===== src/hw/drawPointPkg.sv =====
// shared widths, register map, display constants and address region enum
// for the draw-point master

package drawPointPkg;

    // host bus words
    typedef logic [15:0] addrT;
    typedef logic [15:0] dataT;

    // pixel side
    typedef logic [11:0] rgbT;        // 4:4:4 colour
    typedef logic [8:0]  posT;        // wide enough for 0..319
    typedef logic [16:0] pixelIndexT; // linear index over the full 320x240 buffer

    // address classes, decided once in the command stage
    typedef enum logic [1:0]
    {
        regionNone    = 2'd0,
        regionVersion = 2'd1,
        regionParam   = 2'd2,
        regionPixel   = 2'd3
    } addrRegionE;

    // version block, read only
    localparam addrT majorVersionAddr = 16'h0000;
    localparam addrT minorVersionAddr = 16'h0001;
    localparam addrT revisionAddr     = 16'h0002;
    localparam addrT buildAddr        = 16'h0003;

    // parameter block
    localparam addrT configAddr       = 16'h0004; // bit 0 picks buffer half
    localparam addrT refreshRateAddr  = 16'h0005;
    localparam addrT hResAddr         = 16'h0006;
    localparam addrT vResAddr         = 16'h0007;
    localparam addrT colorLenAddr     = 16'h0008;
    localparam addrT reservedAddr     = 16'h0009; // reads as zero

    // pixel window, runs to the top of the address space
    localparam addrT pixelBaseAddr    = 16'h6A00;

    // display geometry and timing
    localparam dataT hRes             = 16'd320;   // px
    localparam dataT vRes             = 16'd240;   // px
    localparam dataT refreshRate      = 16'd60000; // mHz
    localparam dataT colorLen         = 16'd12;    // bits per pixel

    // 320 * 240 / 2, start of the bottom half
    localparam pixelIndexT halfBufferOffset = 17'd38400;

    localparam dataT configResetValue = 16'h0000;

endpackage : drawPointPkg


===== src/hw/cmdDecode.sv =====
// command stage of the draw-point master
// registers the host command and classifies its address region

`timescale 1ns/1ps

module cmdDecode
(
    input  logic                      ul1SysClock,
    input  logic                      reset,

    // host side
    input  drawPointPkg::addrT        cmdAddress,
    input  logic                      cmdRead,
    input  logic                      cmdWrite,
    input  drawPointPkg::dataT        cmdWriteData,

    // decoded command, one cycle later
    output drawPointPkg::addrRegionE  decRegion,
    output drawPointPkg::addrT        decAddress,
    output logic                      decRead,
    output logic                      decWrite,
    output drawPointPkg::dataT        decData
);

    drawPointPkg::addrRegionE regionNext;
    drawPointPkg::addrT       addressNext;

    // address range compare, the only one in the design
    always_comb
    begin
        addressNext = cmdAddress;
        if (cmdAddress >= drawPointPkg::pixelBaseAddr)
        begin
            regionNext  = drawPointPkg::regionPixel;
            addressNext = cmdAddress - drawPointPkg::pixelBaseAddr; // window relative
        end
        else if (cmdAddress <= drawPointPkg::buildAddr)
        begin
            regionNext = drawPointPkg::regionVersion;
        end
        else if (cmdAddress <= drawPointPkg::reservedAddr)
        begin
            regionNext = drawPointPkg::regionParam; // 4..9
        end
        else
        begin
            regionNext = drawPointPkg::regionNone; // gap below the pixel window
        end
    end

    // strobes and region
    always_ff @(posedge ul1SysClock)
    begin
        if (reset)
        begin
            decRead   <= 1'b0;
            decWrite  <= 1'b0;
            decRegion <= drawPointPkg::regionNone;
        end
        else
        begin
            decRead   <= cmdRead;
            decWrite  <= cmdWrite;
            decRegion <= regionNext;
        end
    end

    // payload, qualified by the strobes downstream
    always_ff @(posedge ul1SysClock)
    begin
        decAddress <= addressNext;
        decData    <= cmdWriteData;
    end

endmodule : cmdDecode


===== src/hw/regFile.sv =====
// register stage of the draw-point master
// config register, read mux and read data-valid

`timescale 1ns/1ps

module regFile
#(
    parameter logic [7:0] majorVersion = 8'hFF,
    parameter logic [7:0] minorVersion = 8'h00,
    parameter logic [7:0] revision     = 8'h00,
    parameter logic [7:0] build        = 8'h01
)
(
    input  logic                      ul1SysClock,
    input  logic                      reset,

    // decoded command
    input  drawPointPkg::addrRegionE  decRegion,
    input  drawPointPkg::addrT        decAddress,
    input  logic                      decRead,
    input  logic                      decWrite,
    input  drawPointPkg::dataT        decData,

    // host read return
    output drawPointPkg::dataT        cmdReadData,
    output logic                      cmdReadDataValid,

    // to the pixel path
    output logic                      bufferSelect
);

    drawPointPkg::dataT configReg;
    drawPointPkg::dataT readValue;
    logic               readMapped;

    // read mux over both register blocks
    always_comb
    begin
        readValue  = '0;
        readMapped = 1'b0;
        case (decRegion)
            drawPointPkg::regionVersion:
            begin
                readMapped = 1'b1;
                case (decAddress)
                    drawPointPkg::majorVersionAddr: readValue = {8'h00, majorVersion};
                    drawPointPkg::minorVersionAddr: readValue = {8'h00, minorVersion};
                    drawPointPkg::revisionAddr:     readValue = {8'h00, revision};
                    default:                        readValue = {8'h00, build};
                endcase
            end
            drawPointPkg::regionParam:
            begin
                readMapped = 1'b1;
                case (decAddress)
                    drawPointPkg::configAddr:      readValue = configReg;
                    drawPointPkg::refreshRateAddr: readValue = drawPointPkg::refreshRate;
                    drawPointPkg::hResAddr:        readValue = drawPointPkg::hRes;
                    drawPointPkg::vResAddr:        readValue = drawPointPkg::vRes;
                    drawPointPkg::colorLenAddr:    readValue = drawPointPkg::colorLen;
                    default:                       readValue = '0; // reserved
                endcase
            end
            default:
            begin
                readMapped = 1'b0; // unmapped, no response
            end
        endcase
    end

    // second read stage, one result per cycle
    always_ff @(posedge ul1SysClock)
    begin
        if (reset)
        begin
            cmdReadData      <= '0;
            cmdReadDataValid <= 1'b0;
        end
        else
        begin
            cmdReadDataValid <= decRead & readMapped;
            cmdReadData      <= (decRead & readMapped) ? readValue : '0;
        end
    end

    // only the config register is writable
    always_ff @(posedge ul1SysClock)
    begin
        if (reset)
        begin
            configReg <= drawPointPkg::configResetValue;
        end
        else if (decWrite && decRegion == drawPointPkg::regionParam
                 && decAddress == drawPointPkg::configAddr)
        begin
            configReg <= decData;
        end
    end

    assign bufferSelect = configReg[0]; // 1 = bottom half

endmodule : regFile


===== src/hw/pixelMapper.sv =====
// pixel stages of the draw-point master
// half-buffer offset, index to X/Y split and draw-point output registers

`timescale 1ns/1ps

module pixelMapper
(
    input  logic                      ul1SysClock,
    input  logic                      reset,

    // decoded command
    input  drawPointPkg::addrRegionE  decRegion,
    input  drawPointPkg::addrT        decAddress,
    input  logic                      decWrite,
    input  drawPointPkg::dataT        decData,
    input  logic                      bufferSelect,

    // draw-point receiver, no back-pressure
    output logic                      dpUpdate,
    output drawPointPkg::posT         dpPosX,
    output drawPointPkg::posT         dpPosY,
    output drawPointPkg::rgbT         dpRgb
);

    drawPointPkg::pixelIndexT pixelIndex;
    drawPointPkg::pixelIndexT indexOffset;
    drawPointPkg::pixelIndexT posXFull;
    drawPointPkg::pixelIndexT posYFull;
    drawPointPkg::rgbT        rgbStage;
    logic                     pixelValid;
    logic                     pixelWrite;

    assign pixelWrite  = decWrite && (decRegion == drawPointPkg::regionPixel);
    assign indexOffset = bufferSelect ? drawPointPkg::halfBufferOffset : '0;

    // first stage
    always_ff @(posedge ul1SysClock)
    begin
        if (reset)
        begin
            pixelValid <= 1'b0;
        end
        else
        begin
            pixelValid <= pixelWrite;
        end
    end

    always_ff @(posedge ul1SysClock)
    begin
        if (pixelWrite)
        begin
            pixelIndex <= {1'b0, decAddress} + indexOffset; // window offset is < 38400
            rgbStage   <= decData[11:0];
        end
    end

    // constant divisor, synthesis maps this to fixed logic
    assign posXFull = pixelIndex % drawPointPkg::pixelIndexT'(drawPointPkg::hRes);
    assign posYFull = pixelIndex / drawPointPkg::pixelIndexT'(drawPointPkg::hRes);

    // second stage, outputs hold their last pixel between strobes
    always_ff @(posedge ul1SysClock)
    begin
        if (reset)
        begin
            dpUpdate <= 1'b0;
            dpPosX   <= '0;
            dpPosY   <= '0;
            dpRgb    <= '0;
        end
        else
        begin
            dpUpdate <= pixelValid;
            if (pixelValid)
            begin
                dpPosX <= drawPointPkg::posT'(posXFull); // < 320
                dpPosY <= drawPointPkg::posT'(posYFull); // < 240
                dpRgb  <= rgbStage;
            end
        end
    end

endmodule : pixelMapper


===== src/hw/drawPointMaster.sv =====
// draw-point master top level
// command decode, register file and pixel mapper

`timescale 1ns/1ps

module drawPointMaster
#(
    parameter logic [7:0] majorVersion = 8'hFF,
    parameter logic [7:0] minorVersion = 8'h00,
    parameter logic [7:0] revision     = 8'h00,
    parameter logic [7:0] build        = 8'h01
)
(
    input  logic                ul1SysClock,
    input  logic                reset,

    // host port, always ready
    input  drawPointPkg::addrT  cmdAddress,
    input  logic                cmdRead,
    input  logic                cmdWrite,
    input  drawPointPkg::dataT  cmdWriteData,
    output drawPointPkg::dataT  cmdReadData,
    output logic                cmdReadDataValid,

    // draw-point output
    output logic                dpUpdate,
    output drawPointPkg::posT   dpPosX,
    output drawPointPkg::posT   dpPosY,
    output drawPointPkg::rgbT   dpRgb
);

    drawPointPkg::addrRegionE decRegion;
    drawPointPkg::addrT       decAddress;
    logic                     decRead;
    logic                     decWrite;
    drawPointPkg::dataT       decData;
    logic                     bufferSelect;

    cmdDecode cmdDecodeInst
    (
        .ul1SysClock  (ul1SysClock),
        .reset        (reset),
        .cmdAddress   (cmdAddress),
        .cmdRead      (cmdRead),
        .cmdWrite     (cmdWrite),
        .cmdWriteData (cmdWriteData),
        .decRegion    (decRegion),
        .decAddress   (decAddress),
        .decRead      (decRead),
        .decWrite     (decWrite),
        .decData      (decData)
    );

    regFile
    #(
        .majorVersion (majorVersion),
        .minorVersion (minorVersion),
        .revision     (revision),
        .build        (build)
    )
    regFileInst
    (
        .ul1SysClock      (ul1SysClock),
        .reset            (reset),
        .decRegion        (decRegion),
        .decAddress       (decAddress),
        .decRead          (decRead),
        .decWrite         (decWrite),
        .decData          (decData),
        .cmdReadData      (cmdReadData),
        .cmdReadDataValid (cmdReadDataValid),
        .bufferSelect     (bufferSelect)
    );

    pixelMapper pixelMapperInst
    (
        .ul1SysClock  (ul1SysClock),
        .reset        (reset),
        .decRegion    (decRegion),
        .decAddress   (decAddress),
        .decWrite     (decWrite),
        .decData      (decData),
        .bufferSelect (bufferSelect),
        .dpUpdate     (dpUpdate),
        .dpPosX       (dpPosX),
        .dpPosY       (dpPosY),
        .dpRgb        (dpRgb)
    );

endmodule : drawPointMaster


===== config.mk =====
export PLATFORM = sky130hd
export DESIGN_NAME = drawPointMaster
export DESIGN_NICKNAME = d
export VERILOG_FILES = /design/src/hw/drawPointPkg.sv /design/src/hw/cmdDecode.sv /design/src/hw/regFile.sv /design/src/hw/pixelMapper.sv /design/src/hw/drawPointMaster.sv
export SDC_FILE = /design/constraint.sdc
export NUM_CORES = 1
export LEC_CHECK = 0
export BUFFER_PORTS_ARGS = -buffer_cell sky130_fd_sc_hd__buf_2
export CAP_MARGIN = 40
export CORE_MARGIN = 2
export CORE_UTILIZATION = 28
export DETAILED_ROUTE_END_ITERATION = 10
export SYNTH_ARGS = -nofsm -noshare
export SYNTH_HDL_FRONTEND = slang
export SYNTH_SLANG_ARGS = --single-unit

===== constraint.sdc =====
create_clock -name ul1SysClock -period 4.2 [get_ports ul1SysClock]
set_input_delay 0.42 -clock ul1SysClock [delete_from_list [all_inputs] [get_ports ul1SysClock]]
set_output_delay 0.42 -clock ul1SysClock [all_outputs]
set_load 0.03 [all_outputs]

Word-level counts from Yosys, hierarchy flattened
Cells that the tools add are included.

storage, ports and cells
  register bits after elaboration = 130
  input bits = 36
  logic and storage cells = 50

cells by class
  add/sub/neg operators = 2
  div/mod/pow operators = 2
  magnitude comparators = 3
  equal/unequal tests = 10
  mux-type cells = 9
  bitwise gates (word level) = 2
  reduce and logical (&&, ||, !) cells = 7

operators by type and width
  cell                                                   count
  one-hot mux 16 bit (5 select lines)                    1
  equality test 16 x 3 -> 1 bit, second input constant   4
  two-way mux 16 bit                                     2
  one-hot mux 16 bit (2 select lines)                    1
  adder 16 x 17 -> 17 bit                                1
  divider 17 x 9 -> 17 bit, second input constant        1
  modulo 17 x 9 -> 17 bit, second input constant         1
  equality test 16 x 1 -> 1 bit, second input constant   1
  equality test 16 x 2 -> 1 bit, second input constant   1
  equality test 16 x 4 -> 1 bit, second input constant   1
  >= comparator 16 x 15 -> 1 bit, second input constant  1
  <= comparator 16 x 2 -> 1 bit, second input constant   1
  <= comparator 16 x 4 -> 1 bit, second input constant   1
  logical NOT 16 bit                                     1
  one-hot mux 8 bit (2 select lines)                     1
  subtractor 16 x 15 -> 16 bit, second input constant    1
  two-way mux 2 bit                                      3
  OR reduction 2 bit                                     3
  equality test 2 bit, second input constant             2
  logical AND 1 bit                                      3
  equality test 2 x 1 -> 1 bit, second input constant    1
  AND 1 bit                                              1
  two-way mux 1 bit                                      1
  inverter 1 bit                                         1

Depth between registers and ports, before layout
  word-level depth = 6
  depth in mapped cells = 15
  depth with buffers taken out = 11

Modules after synthesis
A second synthesis with hierarchy kept.

second synthesis, totals
  cell total of the unflattened synthesis = 599
  area, all modules = 5984.5 um^2

by module, submodules not included
  module       times used  cells an instance  area an instance (um^2)  sequential area each (um^2)
  pixelMapper  1           372                3575.9                   1511.4
  regFile      1           146                1397.6                   660.6
  cmdDecode    1           81                 1011.0                   720.7

Worst setup path before layout
Ideal clock, no wire load.

  path type = register to register
  start = reg pixelMapperInst.pixelIndex[12]
  end = reg pixelMapperInst.dpPosX[6]
  setup time = 0.131 ns
  arrival time = 3.234 ns
  required time = 4.069 ns
  path slack = 0.835 ns
  stages on the path, launching flop included = 14
  buffers on the path = 2
  cell sequence = edfxtp_1 > buf_6 > or4bb_1 > o2111ai_2 > o31a_4 > nor2_4 > o41a_1 > or3_1 > buf_6 > nor4_2 > o21ai_1 > a222oi_1 > or2_1 > o311ai_1

on the way
  longest elaborated chain between the ends = 1

ends and longest elaborated chain
  item                     line               text
  from (decl)              pixelMapper.sv:25  drawPointPkg::pixelIndexT pixelIndex;
  from (signal assigned)   pixelMapper.sv:53  pixelIndex <= {1'b0, decAddress} + indexOffset;
  modulo 17 x 9 -> 17 bit  pixelMapper.sv:59  assign posXFull = pixelIndex % drawPointPkg::pixelIndexT'(drawPointPkg::hRes);
  to (signal assigned)     pixelMapper.sv:77  dpPosX <= drawPointPkg::posT'(posXFull);
  to (decl)                pixelMapper.sv:20  output drawPointPkg::posT dpPosX,

Every way passes these cells.
A chain may end at the register's enable or synchronous reset.

Worst setup path after layout
  start = reg pixelMapperInst.pixelIndex[16]
  end = reg pixelMapperInst.dpPosX[6]

The elaborated chain is that of the path after synthesis.

==> results_dict.tcl <==
set metrics [dict create \
    fin_area_mm2 0.00737 \
    worstHoldPathCells 1 \
    mostFrequentLayoutCell "dfxtp_1" \
    p_int_w 0.00228 \
    final_nets 753 \
    dpl-instance-area_mm2 0.00673 \
    regToRegSetupSlack_ns 0.34 \
    path_buf_inv 1 \
    final_util 0.339 \
    cp_cell_sequence "buf_4 > or4b_1 > o211ai_1 > a221oi_2 > a211oi_2 > o41a_1 > nor4_2 > or2_2 > a31o_1 > a222oi_1 > or2_1 > o311ai_1" \
    final_cell_mix "dfxtp_1 (100), buf_2 (83), nand2_1 (66)" \
    vdd_drop_max_v 0.000268 \
    rr_endpoint "pixelMapperInst.dpPosX[6]" \
    wl_met1_mm 7.02 \
    synth_edf_count 29 \
    post_drt_wl_per_cell_um 14.7 \
    wirelength_mm 14.8 \
    p_comb_frac 0.046 \
    drt_iter0_markers 313 \
    status "finished clean" \
    dp_hpwl_mm 10.4 \
    worstMarginPinSlew_ns 0.846 \
    cts_sinks 130 \
    syn_inst 629 \
    insertion_delay_ns 0.42 \
    antenna_cells 0 \
    core_area_mm2 0.0218 \
    fmax_mhz 259 \
    cp-end-kind "register" \
    port_buffers 83 \
    via_count 4908 \
    yosysSeqAreaShare 0.469 \
    cts_buffers 17 \
    cts_max_path_buffers 2 \
    min_period_over_period 0.920 \
    hp-start "cmdWriteData[11]" \
    routed.top_layer "met4" \
    rsz0062_at_grt "false" \
    min_path_type "in2reg" \
    slew_headroom 0.436 \
    grt_max_degree 53 \
    netlist_area_mm2 0.00617 \
    ys_types 101 \
    max_cap_viol_count 0 \
    tns_ns 0 \
    syn2layout_area_growth_pct 19.5 \
    path_clk_slew_ns 0.06 \
    setup_viol 0 \
    ant_nets 0 \
    required_ns 4.47 \
    start_util 0.284 \
    fp.dieW_um 152 \
    synthArstFlopShare 0 \
    start_kind "register" \
    grt_pass1_vias 4517 \
    cts-hold-fix-buffers 0 \
    via_per_inst 4.90 \
    hold_viol 0 \
    cpPeakStageDelay_ns 0.64 \
    ioPinCount 84 \
    drive_above_1_share 0.240 \
    grt_pass1_wl_mm 23.8 \
    root_buffer "clkbuf_16" \
    synth_flop_cell "dfxtp_1" \
    leakagePower_nw 2.82 \
    critPathMaxFanout 20 \
    finalWeightedCongestion 0.884 \
    drc 0 \
    powerDensity_mw_per_mm2 402 \
    p_sw_frac 0.228 \
    syn_nets 674 \
    slew_violations 0 \
    r2r_cells 12 \
    avgSynthCellArea_um2 9.81 \
    ys_ff_latch 130 \
    grt_overflow 0 \
    crit_arrival_ns 4.13 \
    reg2reg_from "pixelMapperInst.pixelIndex[16]" \
    num_rows 54 \
    p_clk_frac 0.504 \
    seq_power_share 0.450 \
    num-fill-cells 2250 \
    hold_end "cmdDecodeInst.decData[11]" \
    ys_warn_count 0 \
    met2_wirelength_mm 6.85 \
    route.met3.wl_um 716 \
    cts_tree "yes" \
    fin_skew_ns 0.0140 \
    power.switching_w 0.000676 \
    htreeDepth 4 \
    die_h_um 152 \
    worstSetupPathType "reg2reg" \
    crit_slowest_cell "edfxtp_1" \
    first_pass_iters 5 \
    die_area_mm2 0.0232 \
    antenna_found_initial 0 \
    track_usage 0.126 \
    design_power_total_w 0.00296 \
    finalCriticalPeriod_ns 3.86 \
    critical_path.top_delay_family "compound AO/OA/AOI/OAI gates" \
]
-- timing repair --
| action | CTS | global route |
|---|---|---|
| gates resized for setup | 0 | 2 |
| buffers inserted | 0 | 2 |
| endpoints found under the setup margin | 0 | 3 |
-- metrics by stage --
step / hold WS (ns) / instances / setup WS [ns]
after floorplan: 0.408 / 629 / 0.835
after global placement: 0.416 / 967 / 0.349
after detailed placement: 0.424 / 967 / 0.281
after CTS: 0.0875 / 999 / 0.266
after global routing: 0.0892 / 1001 / 0.0266
final: 0.108 / 1001 / 0.337
-- routing by layer --
layer / GRT usage / up-vias
met5: 0 / -
met4: 0.0388 / 0
met3: 0.0282 / 20
met2: 0.203 / 135
met1: 0.168 / 2294
li1: - / 2459
-- worst max path at each step --
stage / end / cells past startpoint / slack (ns) / from
after floorplan: pixelMapperInst.dpPosX[6] / 13 / 0.84 / pixelMapperInst.pixelIndex[12]
after global placement: pixelMapperInst.dpPosX[6] / 11 / 0.35 / pixelMapperInst.pixelIndex[13]
after detailed placement: pixelMapperInst.dpPosX[6] / 11 / 0.28 / pixelMapperInst.pixelIndex[13]
after CTS: pixelMapperInst.dpPosX[6] / 12 / 0.27 / pixelMapperInst.pixelIndex[16]
after global routing: pixelMapperInst.dpPosX[8] / 13 / 0.03 / pixelMapperInst.pixelIndex[16]
final: pixelMapperInst.dpPosX[6] / 12 / 0.34 / pixelMapperInst.pixelIndex[16]
-- cells by family after synthesis --
logic type	after synthesis	synth area share
and+or+nand+nor	229	0.196
muxes	24	0.0393
AOI/OAI and AO/OA	159	0.184
xor gates and xnor gates	14	0.0199
buffers and inverters	63	0.0704
DFF	130	0.469
adders and majority gates	10	0.0213
-- state kept, by name (all words and copies together), names as in the netlist, 2 cells and up --
register / count
pixelMapperInst.dpPosY: 9
pixelMapperInst.rgbStage: 12
regFileInst.configReg: 16
pixelMapperInst.dpPosX: 9
cmdDecodeInst.decData: 16
pixelMapperInst.pixelIndex: 17
regFileInst.cmdReadData: 16
cmdDecodeInst.decRegion: 2
pixelMapperInst.dpRgb: 12
cmdDecodeInst.decAddress: 16
-- power groups by stage --
stage / clock, W / sequential (W) / combinational [W]
6_report: 0.00149 / 0.00133 / 0.000135
5_1_grt: 0.00158 / 0.00134 / 0.000151
4_1_cts: 0.00153 / 0.00133 / 0.000134
3_5_place_dp: 0 / 0.00136 / 0.000133
3_3_place_gp: 0 / 0.00136 / 0.000132
2_1_floorplan: 0 / 0.00135 / 0.0000906
-- layout make-up --
type / count / area [um2] / area share
Tap cell: 280 / 350 / 0.0475
Inverter: 20 / 75.1 / 0.0102
Clock inverter: 13 / 150 / 0.0204
Timing Repair Buffer: 103 / 591 / 0.0801
Multi-Input combinational cell: 436 / 2860 / 0.388
Clock buffer: 19 / 454 / 0.0616
Sequential cell: 130 / 2890 / 0.393
-- worst reg2reg max path: stages, from the launching register on --
cell      delay, ns
edfxtp_1       0.64
buf_4          0.27
or4b_1         0.46
o211ai_1       0.15
a221oi_2       0.18
a211oi_2       0.28
o41a_1         0.29
nor4_2         0.09
or2_2          0.33
a31o_1         0.23
a222oi_1       0.50
or2_1          0.19
o311ai_1       0.09
-- synthesized netlist by cell type, drive strengths merged, types with 7 or more instances --
cell type | count | area (um2)
a211oi | 9 | 72.6
xnor2 | 9 | 78.8
ha | 8 | 100
dfxtp | 101 | 2020
edfxtp | 29 | 871
o31ai | 7 | 57.6
nor3 | 17 | 90.1
mux2i | 22 | 220
o211ai | 13 | 103
nor4 | 11 | 96.3
o21a | 8 | 60.1
inv | 18 | 67.6
buf | 14 | 109
a21oi | 47 | 235
nor2 | 61 | 253
nand3 | 16 | 80.1
clkbuf | 29 | 250
and2 | 7 | 46.3
a221oi | 7 | 67.6
nand2 | 67 | 259
o21ai | 23 | 115
(Power assumes the default switching activity.)
